==> src/verilog/bp_pkg.sv <==
/* branch prediction package
   widths, table sizes, credit counts, opcodes and the shared types */

package bp_pkg;

    // ---------------------------------------------------------------------------
    // datapath widths
    // ---------------------------------------------------------------------------
    // pc, target and immediate width
    localparam int unsigned XLEN = 64;
    // uncompressed instructions only
    localparam int unsigned ILEN = 32;

    // ---------------------------------------------------------------------------
    // predictor tables
    // ---------------------------------------------------------------------------
    localparam int unsigned BHT_ENTRIES = 16;
    localparam int unsigned BHT_IDX_W   = $clog2(BHT_ENTRIES);
    localparam int unsigned BTB_ENTRIES = 8;
    localparam int unsigned BTB_IDX_W   = $clog2(BTB_ENTRIES);
    // aligned 32-bit fetch, low pc bits carry no information
    localparam int unsigned PC_OFFSET   = 2;

    // ---------------------------------------------------------------------------
    // credit flow control
    // ---------------------------------------------------------------------------
    // upstream credits, also the queue depth
    localparam int unsigned IN_CREDITS  = 4;
    // credits toward the downstream after reset
    localparam int unsigned OUT_CREDITS = 2;
    localparam int unsigned Q_PTR_W     = $clog2(IN_CREDITS);
    localparam int unsigned Q_CNT_W     = $clog2(IN_CREDITS + 1);
    localparam int unsigned OUT_CNT_W   = $clog2(OUT_CREDITS + 1);

    // rv32/64 base opcodes of interest
    localparam logic [6:0] OPCODE_BRANCH = 7'b1100011;
    localparam logic [6:0] OPCODE_JAL    = 7'b1101111;
    localparam logic [6:0] OPCODE_JALR   = 7'b1100111;

    // source of a prediction
    typedef enum logic [2:0] {
        NONE          = 3'd0,
        STATIC        = 3'd1,
        DYNAMIC       = 3'd2,
        JUMP          = 3'd3,
        INDIRECT      = 3'd4,
        INDIRECT_MISS = 3'd5
    } pred_kind_e;

    // which predictor a resolved branch trains
    typedef enum logic {
        UPD_BHT = 1'b0,
        UPD_BTB = 1'b1
    } upd_kind_e;

    // one prediction as it sits in the queue
    typedef struct packed {
        logic [XLEN-1:0] pc;
        logic            taken;
        logic [XLEN-1:0] target;
        pred_kind_e      kind;
    } pred_entry_t;

endpackage

==> src/verilog/bht.sv <==
/* branch history table
   2-bit saturating counters with valid bits, one lookup and one update port */

`timescale 1ns/10ps

module bht (
    input  logic                    clk_i,
    input  logic                    rst_ni,
    input  logic                    flush_i,
    input  logic [bp_pkg::XLEN-1:0] lookup_pc_i,
    input  logic                    upd_en_i,
    input  logic [bp_pkg::XLEN-1:0] upd_pc_i,
    input  logic                    upd_taken_i,
    output logic                    valid_o,
    output logic                    taken_o
);
    import bp_pkg::*;

    // table state
    logic                 valid_q [BHT_ENTRIES];
    logic [1:0]           cnt_q   [BHT_ENTRIES];

    logic [BHT_IDX_W-1:0] lookup_idx;
    logic [BHT_IDX_W-1:0] upd_idx;
    logic [1:0]           upd_cnt;
    logic [1:0]           next_cnt;

    // index with the pc bits just above the word offset
    assign lookup_idx = lookup_pc_i[BHT_IDX_W+PC_OFFSET-1:PC_OFFSET];
    assign upd_idx    = upd_pc_i[BHT_IDX_W+PC_OFFSET-1:PC_OFFSET];

    // weakly and strongly taken both predict taken
    assign valid_o = valid_q[lookup_idx];
    assign taken_o = cnt_q[lookup_idx][1];

    // ---------------------------------------------------------------------------
    // counter step
    // ---------------------------------------------------------------------------
    always_comb begin
        upd_cnt  = cnt_q[upd_idx];
        next_cnt = upd_cnt;
        // saturate at both ends
        if (upd_taken_i && (upd_cnt != 2'b11)) begin
            next_cnt = upd_cnt + 2'd1;
        end else if (!upd_taken_i && (upd_cnt != 2'b00)) begin
            next_cnt = upd_cnt - 2'd1;
        end
    end

    always_ff @(posedge clk_i or negedge rst_ni) begin
        if (!rst_ni) begin
            for (int i = 0; i < BHT_ENTRIES; i++) begin
                valid_q[i] <= 1'b0;
                cnt_q[i]   <= 2'b00;
            end
        end else if (flush_i) begin
            // flushed entries restart weakly taken
            for (int i = 0; i < BHT_ENTRIES; i++) begin
                valid_q[i] <= 1'b0;
                cnt_q[i]   <= 2'b10;
            end
        end else if (upd_en_i) begin
            valid_q[upd_idx] <= 1'b1;
            cnt_q[upd_idx]   <= next_cnt;
        end
    end

    // a resolved branch from the backend must carry a known pc
    a_upd_idx_known: assert property (
        @(posedge clk_i) disable iff (!rst_ni)
        upd_en_i |-> !$isunknown(upd_idx)
    );

endmodule

==> src/verilog/bp_select.sv <==
/* prediction select
   merges scan flags, bht and btb lookups into taken, target and kind */

`timescale 1ns/10ps

module bp_select (
    input  logic                    [bp_pkg::XLEN-1:0] pc_i,
    input  logic                                       is_branch_i,
    input  logic                                       is_jal_i,
    input  logic                                       is_jalr_i,
    input  logic                    [bp_pkg::XLEN-1:0] imm_i,
    input  logic                                       bht_valid_i,
    input  logic                                       bht_taken_i,
    input  logic                                       btb_valid_i,
    input  logic                    [bp_pkg::XLEN-1:0] btb_target_i,
    output bp_pkg::pred_entry_t                        entry_o
);
    import bp_pkg::*;

    logic [XLEN-1:0] seq_pc;
    logic [XLEN-1:0] rel_target;

    // fall-through and pc-relative targets
    assign seq_pc     = pc_i + XLEN'(4);
    assign rel_target = pc_i + imm_i;

    always_comb begin
        entry_o.pc     = pc_i;
        entry_o.taken  = 1'b0;
        entry_o.target = seq_pc;
        entry_o.kind   = NONE;

        if (is_branch_i) begin
            if (bht_valid_i) begin
                entry_o.taken = bht_taken_i;
                entry_o.kind  = DYNAMIC;
            end else begin
                // backward taken, forward not taken
                entry_o.taken = imm_i[XLEN-1];
                entry_o.kind  = STATIC;
            end
            if (entry_o.taken) begin
                entry_o.target = rel_target;
            end
        end else if (is_jal_i) begin
            entry_o.taken  = 1'b1;
            entry_o.target = rel_target;
            entry_o.kind   = JUMP;
        end else if (is_jalr_i) begin
            // register target only known through the btb
            if (btb_valid_i) begin
                entry_o.taken  = 1'b1;
                entry_o.target = btb_target_i;
                entry_o.kind   = INDIRECT;
            end else begin
                entry_o.kind   = INDIRECT_MISS;
            end
        end
    end

    // the scanner decodes mutually exclusive opcodes
    always_comb begin
        a_flags_onehot: assert ($onehot0({is_branch_i, is_jal_i, is_jalr_i}));
    end

endmodule

==> src/verilog/bp_top.sv <==
/* branch prediction unit top
   fetch capture stage, scanner, bht, btb, select and the prediction queue */

`timescale 1ns/10ps

module bp_top (
    input  logic                     clk_i,
    input  logic                     rst_ni,
    // fetch stream
    input  logic                     fetch_valid_i,
    input  logic [bp_pkg::XLEN-1:0]  fetch_pc_i,
    input  logic [bp_pkg::ILEN-1:0]  fetch_instr_i,
    output logic                     in_credit_o,
    // predictions
    output logic                     pred_valid_o,
    output logic [bp_pkg::XLEN-1:0]  pred_pc_o,
    output logic                     pred_taken_o,
    output logic [bp_pkg::XLEN-1:0]  pred_target_o,
    output bp_pkg::pred_kind_e       pred_kind_o,
    input  logic                     out_credit_i,
    // resolved branches
    input  logic                     upd_valid_i,
    input  bp_pkg::upd_kind_e        upd_kind_i,
    input  logic [bp_pkg::XLEN-1:0]  upd_pc_i,
    input  logic                     upd_taken_i,
    input  logic [bp_pkg::XLEN-1:0]  upd_target_i,
    input  logic                     upd_clear_i,
    input  logic                     flush_bp_i
);
    import bp_pkg::*;

    // capture stage
    logic            cap_valid_q;
    logic [XLEN-1:0] cap_pc_q;
    logic [ILEN-1:0] cap_instr_q;

    logic            is_branch, is_jal, is_jalr;
    logic [XLEN-1:0] imm;
    logic            bht_valid, bht_taken;
    logic            btb_valid;
    logic [XLEN-1:0] btb_target;
    logic            bht_upd_en, btb_upd_en;
    pred_entry_t     sel_entry;
    pred_entry_t     q_entry;

    always_ff @(posedge clk_i or negedge rst_ni) begin
        if (!rst_ni) begin
            cap_valid_q <= 1'b0;
            cap_pc_q    <= '0;
            cap_instr_q <= '0;
        end else begin
            cap_valid_q <= fetch_valid_i;
            if (fetch_valid_i) begin
                cap_pc_q    <= fetch_pc_i;
                cap_instr_q <= fetch_instr_i;
            end
        end
    end

    // update port split by kind
    assign bht_upd_en = upd_valid_i && (upd_kind_i == UPD_BHT);
    assign btb_upd_en = upd_valid_i && (upd_kind_i == UPD_BTB);

    instr_scan u_scan (
        .instr_i     (cap_instr_q),
        .is_branch_o (is_branch),
        .is_jal_o    (is_jal),
        .is_jalr_o   (is_jalr),
        .imm_o       (imm)
    );

    bht u_bht (
        .clk_i       (clk_i),
        .rst_ni      (rst_ni),
        .flush_i     (flush_bp_i),
        .lookup_pc_i (cap_pc_q),
        .upd_en_i    (bht_upd_en),
        .upd_pc_i    (upd_pc_i),
        .upd_taken_i (upd_taken_i),
        .valid_o     (bht_valid),
        .taken_o     (bht_taken)
    );

    btb u_btb (
        .clk_i        (clk_i),
        .rst_ni       (rst_ni),
        .flush_i      (flush_bp_i),
        .lookup_pc_i  (cap_pc_q),
        .upd_en_i     (btb_upd_en),
        .upd_pc_i     (upd_pc_i),
        .upd_target_i (upd_target_i),
        .upd_clear_i  (upd_clear_i),
        .valid_o      (btb_valid),
        .target_o     (btb_target)
    );

    bp_select u_select (
        .pc_i         (cap_pc_q),
        .is_branch_i  (is_branch),
        .is_jal_i     (is_jal),
        .is_jalr_i    (is_jalr),
        .imm_i        (imm),
        .bht_valid_i  (bht_valid),
        .bht_taken_i  (bht_taken),
        .btb_valid_i  (btb_valid),
        .btb_target_i (btb_target),
        .entry_o      (sel_entry)
    );

    // the capture valid qualifies the push, one cycle after fetch
    pred_queue u_queue (
        .clk_i        (clk_i),
        .rst_ni       (rst_ni),
        .push_i       (cap_valid_q),
        .entry_i      (sel_entry),
        .out_credit_i (out_credit_i),
        .in_credit_o  (in_credit_o),
        .valid_o      (pred_valid_o),
        .entry_o      (q_entry)
    );

    assign pred_pc_o     = q_entry.pc;
    assign pred_taken_o  = q_entry.taken;
    assign pred_target_o = q_entry.target;
    assign pred_kind_o   = q_entry.kind;

endmodule

==> src/verilog/btb.sv <==
/* branch target buffer
   direct-mapped jalr targets with valid bits, write, clear and flush */

`timescale 1ns/10ps

module btb (
    input  logic                    clk_i,
    input  logic                    rst_ni,
    input  logic                    flush_i,
    input  logic [bp_pkg::XLEN-1:0] lookup_pc_i,
    input  logic                    upd_en_i,
    input  logic [bp_pkg::XLEN-1:0] upd_pc_i,
    input  logic [bp_pkg::XLEN-1:0] upd_target_i,
    input  logic                    upd_clear_i,
    output logic                    valid_o,
    output logic [bp_pkg::XLEN-1:0] target_o
);
    import bp_pkg::*;

    logic                 valid_q  [BTB_ENTRIES];
    logic [XLEN-1:0]      target_q [BTB_ENTRIES];

    logic [BTB_IDX_W-1:0] lookup_idx;
    logic [BTB_IDX_W-1:0] upd_idx;

    // no tag, aliasing pcs share an entry
    assign lookup_idx = lookup_pc_i[BTB_IDX_W+PC_OFFSET-1:PC_OFFSET];
    assign upd_idx    = upd_pc_i[BTB_IDX_W+PC_OFFSET-1:PC_OFFSET];

    assign valid_o  = valid_q[lookup_idx];
    assign target_o = target_q[lookup_idx];

    // ---------------------------------------------------------------------------
    // valid bits
    // ---------------------------------------------------------------------------
    always_ff @(posedge clk_i or negedge rst_ni) begin
        if (!rst_ni) begin
            for (int i = 0; i < BTB_ENTRIES; i++) begin
                valid_q[i] <= 1'b0;
            end
        end else if (flush_i) begin
            for (int i = 0; i < BTB_ENTRIES; i++) begin
                valid_q[i] <= 1'b0;
            end
        end else if (upd_en_i) begin
            // clear drops an entry that predicted a jump where none was
            valid_q[upd_idx] <= !upd_clear_i;
        end
    end

    // target storage, only meaningful under its valid bit
    always_ff @(posedge clk_i) begin
        if (upd_en_i && !upd_clear_i) begin
            target_q[upd_idx] <= upd_target_i;
        end
    end

endmodule

==> src/verilog/instr_scan.sv <==
/* instruction scanner
   flags branch, jal and jalr and extracts the sign-extended immediate */

`timescale 1ns/10ps

module instr_scan (
    input  logic [bp_pkg::ILEN-1:0] instr_i,
    output logic                    is_branch_o,
    output logic                    is_jal_o,
    output logic                    is_jalr_o,
    output logic [bp_pkg::XLEN-1:0] imm_o
);
    import bp_pkg::*;

    logic [6:0]      opcode;
    logic [XLEN-1:0] sb_imm;
    logic [XLEN-1:0] uj_imm;

    assign opcode = instr_i[6:0];

    // plain opcode compare, funct3 is not checked
    assign is_branch_o = (opcode == OPCODE_BRANCH);
    assign is_jal_o    = (opcode == OPCODE_JAL);
    assign is_jalr_o   = (opcode == OPCODE_JALR);

    // conditional branch offset, bit 0 always zero
    assign sb_imm = {{(XLEN-12){instr_i[31]}},
                     instr_i[7],
                     instr_i[30:25],
                     instr_i[11:8],
                     1'b0};

    // jal offset, 21 bits incl. the implicit zero
    assign uj_imm = {{(XLEN-20){instr_i[31]}},
                     instr_i[19:12],
                     instr_i[20],
                     instr_i[30:21],
                     1'b0};

    // bit 3 is only set in the jal opcode among the three
    // jalr gets the sb pattern but its immediate is never used
    assign imm_o = instr_i[3] ? uj_imm : sb_imm;

endmodule

==> src/verilog/pred_queue.sv <==
/* prediction queue
   circular buffer with upstream credit return and a downstream credit counter */

`timescale 1ns/10ps

module pred_queue (
    input  logic                clk_i,
    input  logic                rst_ni,
    input  logic                push_i,
    input  bp_pkg::pred_entry_t entry_i,
    input  logic                out_credit_i,
    output logic                in_credit_o,
    output logic                valid_o,
    output bp_pkg::pred_entry_t entry_o
);
    import bp_pkg::*;

    pred_entry_t          mem_q [IN_CREDITS];
    logic [Q_PTR_W-1:0]   wr_ptr_q;
    logic [Q_PTR_W-1:0]   rd_ptr_q;
    logic [Q_CNT_W-1:0]   count_q;
    logic [OUT_CNT_W-1:0] credit_q;
    logic                 pop;

    // drain one entry per cycle while the downstream has room
    assign pop = (count_q != '0) && (credit_q != '0);

    // ---------------------------------------------------------------------------
    // storage and output register
    // ---------------------------------------------------------------------------
    always_ff @(posedge clk_i) begin
        if (push_i) begin
            mem_q[wr_ptr_q] <= entry_i;
        end
        if (pop) begin
            entry_o <= mem_q[rd_ptr_q];
        end
    end

    // ---------------------------------------------------------------------------
    // pointers, fill level and credits
    // ---------------------------------------------------------------------------
    always_ff @(posedge clk_i or negedge rst_ni) begin
        if (!rst_ni) begin
            wr_ptr_q    <= '0;
            rd_ptr_q    <= '0;
            count_q     <= '0;
            credit_q    <= OUT_CNT_W'(OUT_CREDITS);
            valid_o     <= 1'b0;
            in_credit_o <= 1'b0;
        end else begin
            // pointers wrap by themselves since the depth is a power of two
            if (push_i) begin
                wr_ptr_q <= wr_ptr_q + Q_PTR_W'(1);
            end
            if (pop) begin
                rd_ptr_q <= rd_ptr_q + Q_PTR_W'(1);
            end
            case ({push_i, pop})
                2'b10:   count_q <= count_q + Q_CNT_W'(1);
                2'b01:   count_q <= count_q - Q_CNT_W'(1);
                default: count_q <= count_q;
            endcase
            // returned credit and spent credit in one cycle cancel
            case ({out_credit_i, pop})
                2'b10:   credit_q <= credit_q + OUT_CNT_W'(1);
                2'b01:   credit_q <= credit_q - OUT_CNT_W'(1);
                default: credit_q <= credit_q;
            endcase
            // each pop frees a slot for the upstream
            valid_o     <= pop;
            in_credit_o <= pop;
        end
    end

    // the upstream honours its credits and never pushes into a full queue
    a_no_overflow: assert property (
        @(posedge clk_i) disable iff (!rst_ni)
        push_i |-> (count_q < Q_CNT_W'(IN_CREDITS))
    );

    // downstream never returns more credits than it was given
    a_credit_bound: assert property (
        @(posedge clk_i) disable iff (!rst_ni)
        credit_q <= OUT_CNT_W'(OUT_CREDITS)
    );

endmodule
==> config.mk <==
export PLATFORM = sky130hd
export DESIGN_NAME = bp_top
export DESIGN_NICKNAME = d
export VERILOG_FILES = /design/src/verilog/bp_pkg.sv /design/src/verilog/bht.sv /design/src/verilog/bp_select.sv /design/src/verilog/bp_top.sv /design/src/verilog/btb.sv /design/src/verilog/instr_scan.sv /design/src/verilog/pred_queue.sv
export SDC_FILE = /design/constraint.sdc
export NUM_CORES = 2
export LEC_CHECK = 0
export BUFFER_PORTS_ARGS = -buffer_cell sky130_fd_sc_hd__buf_2
export CORE_UTILIZATION = 29
export CTS_CLUSTER_SIZE = 16
export DETAILED_ROUTE_END_ITERATION = 8
export GPL_TIMING_DRIVEN = 0
export PLACE_DENSITY_LB_ADDON = 0.12
export REMOVE_ABC_BUFFERS = 1
export SKIP_CTS_REPAIR_TIMING = 1
export SYNTH_ARGS = -nofsm -noshare
export SYNTH_HDL_FRONTEND = slang
export SYNTH_SLANG_ARGS = --single-unit
==> constraint.sdc <==
create_clock -name clk_i -period 12 [get_ports clk_i]
set_clock_uncertainty 0.05 [all_clocks]
set_input_delay 2.4 -clock clk_i [delete_from_list [all_inputs] [get_ports clk_i]]
set_output_delay 2.4 -clock clk_i [all_outputs]
set_load 0.005 [all_outputs]
==> impl_metrics.ini <==
[worst_setup_path]
required_ns = 12.48
path_class = flip-flop to flip-flop
arrival_ns = 6.70
cp-start-kind = flip-flop
critPathMaxFanout = 25
cp-end-kind = flip-flop

[clock_tree]
tritoncts = yes
insertion_delay_ns = 0.82
clk_pin_slew_worst_paths_ns = 0.06
numCtsBuffers = 156
cts.sink_count = 1335
htree_num_levels = 4
clock_tree.root_cell = clkbuf_16
cts_max_path_buffers = 3

[cells_and_area]
nFillCells = 17900
syn_to_final_growth_pct = 20.1
final_common_cell = edfxtp_1
fin_cells = 6071
finalCoreUtilization = 0.351
layout_common_cells = edfxtp_1, buf_2, mux4_2
post-route-cell-area_sq_um = 66000
fin_nets = 3740
drive_above_1_share = 0.290

[sta]
setup-violations-final = 0
fin_ws_ns = 5.78
finalHoldViolCount = 0
min_period_over_period = 0.518
tightest_slew_ns = 1.38
fmax_ghz = 0.161
hold_slack_ns = 0.425
rsz0062_at_grt = false
setup_tns_ns = 0
slew_violations = 0
fin_crit_ns = 6.22
maxSlewHeadroom = 0.0811

[power]
p_leak_nw = 22.6
peakVddDrop_v = 0.000133
totalPowerFinal_mw = 13.7
power.density_nw_per_um2 = 208

[global_route]
grt_max_degree = 85
grt_pass1_vias = 30800
grt_use_total = 0.167
grt_pass1_wl_mm = 229
antenna_found_initial = 35
grt-ovfl-total = 0

[drt]
routed_wl_mm = 159
ant_nets = 0
drc_errors = 120
dr.first_iter.drc_count = 1852
dr.pass1.iters = 7
vias_per_cell = 4.82
avgRoutedWirePerCell_microns = 26.2
dr_total_vias = 29300

[placed_design]
dp_hpwl_mm = 106
dpl-instance-area_sq_um = 60900
post-place-ws_ns = 5.74
port_buffers = 306
dp.cells = 5769
gp_congestion = 0.770

[die]
dieWidth_microns = 437
die_height_microns = 437
ios = 367
core_sq_um = 188000
num_rows = 159
start_util = 0.292
die_area_sq_um = 191000

[synth]
ys_seq_area_frac = 0.714
synth_edf_count = 1172
syn_inst = 3042
ys.flop_type = edfxtp_1
synthArstFlopShare = 0.122
synth_area_sq_um = 55000
ys_seq_elements = 1335
yosys_warnings = 0
synth.avg_cell_area_sq_um = 18.1
ys_types = 78

[worst_hold_path]
holdCritPathClass = flip-flop to flip-flop

[status]
violations = DRC
outcome = finished with violations

[run]
drv_cap = 0
-- layer usage --
layer | track usage | part of all wire
met1 | 0.226 | 0.45
met2 | 0.274 | 0.48
met3 | 0.0309 | 0.045
met4 | 0.0438 | 0.022
met5 | 0 | 0.00061
-- synthesized netlist by cell type, types with 9 or more instances --
cell type / n / area share
inv_1: 35 / 0.0024
xor2_1: 55 / 0.0088
ha_1: 71 / 0.016
a22oi_1: 19 / 0.0026
nand3_1: 41 / 0.0037
and3_1: 17 / 0.0019
nand4_1: 29 / 0.0033
dfrtp_1: 162 / 0.074
nand2b_1: 9 / 0.0010
mux2i_1: 69 / 0.013
nand2_1: 169 / 0.012
o211ai_1: 12 / 0.0016
or3_1: 9 / 0.0010
a21o_1: 32 / 0.0044
o21bai_1: 11 / 0.0015
and2_1: 9 / 0.0010
o221ai_1: 34 / 0.0054
buf_1: 27 / 0.0018
a211oi_1: 9 / 0.0012
o21ai_0: 57 / 0.0052
buf_2: 24 / 0.0022
mux2_2: 100 / 0.020
mux4_2: 280 / 0.11
nor2_1: 125 / 0.0085
xnor2_1: 66 / 0.011
a211o_1: 18 / 0.0029
clkbuf_1: 101 / 0.0069
edfxtp_1: 1172 / 0.64
nor3_1: 40 / 0.0036
a21oi_1: 125 / 0.011
-- cells by family (layout without fill, tap and decap cells) --
group                    Yosys count  after routing  synth area share
buffers and inverters            191            715            0.0139
adder cells (fa/ha/maj)           73             73            0.0169
flip-flops                      1335           1335             0.714
AND/OR/NAND/NOR                  493            493            0.0421
multiplexers                     449            449             0.148
XOR/XNOR                         121            121            0.0193
AO/OA/AOI/OAI                    380            380            0.0459
other                              0             10                 0
-- path summary, 6_finish.rpt --
kind | slack [ns] | depth (start not counted) | to | from
max | 5.78 | 13 | u_queue.mem_q[1][52] | cap_instr_q[3]
min | 0.42 | 1 | u_queue.count_q[2] | u_queue.count_q[2]
max reg2reg | 5.78 | 13 | u_queue.mem_q[1][52] | cap_instr_q[3]
min reg2reg | 0.42 | 1 | u_queue.count_q[2] | u_queue.count_q[2]
max in group asynchronous | 9.64 | 2 | u_queue.wr_ptr_q[1] | rst_ni
min in group asynchronous | 1.39 | 1 | cap_pc_q[63] | rst_ni
-- power breakdown --
group	switching [mW]	internal, mW	total, mW
sequential	0.375	5.98	6.35
combinational	1.53	1.20	2.73
clock	1.97	2.64	4.62
total	3.88	9.83	13.7
-- registers in the layout, summed over array words and instances (netlist names) --
name,cells
cap_instr_q,32
cap_valid_q,1
u_queue.wr_ptr_q,2
cap_pc_q,64
u_btb.valid_q,8
u_bht.valid_q,16
u_queue.entry_o,132
u_queue.in_credit_o,1
u_queue.count_q,3
u_queue.rd_ptr_q,2
u_bht.cnt_q,32
u_queue.mem_q,528
u_queue.credit_q,2
u_btb.target_q,512
-- critical path, stage by stage, from the launching register on --
cell	delay, ns
dfrtp_1	1.25
mux2_2	0.47
ha_1	0.23
fa_1	0.47
a211oi_1	0.27
nor2_1	0.15
o31ai_1	0.66
o211ai_1	0.39
o21ai_1	0.44
a21oi_1	0.27
o211ai_1	0.34
a21oi_1	0.17
or3b_2	0.48
o211ai_1	0.26
-- layout make-up --
cell class                 count  area, sq um  share of cell area
tap                         2495         3120              0.0473
sequential                  1335        39300               0.595
inverter                      35          131             0.00199
clock buffer                 214         4300              0.0652
antenna                       10         25.0            0.000379
timing repair buffer         390         3380              0.0513
multi-input combinational   1516        15000               0.228
clock inverter                76          708              0.0107
No activity file was read; power rests on OpenSTA's default activity.
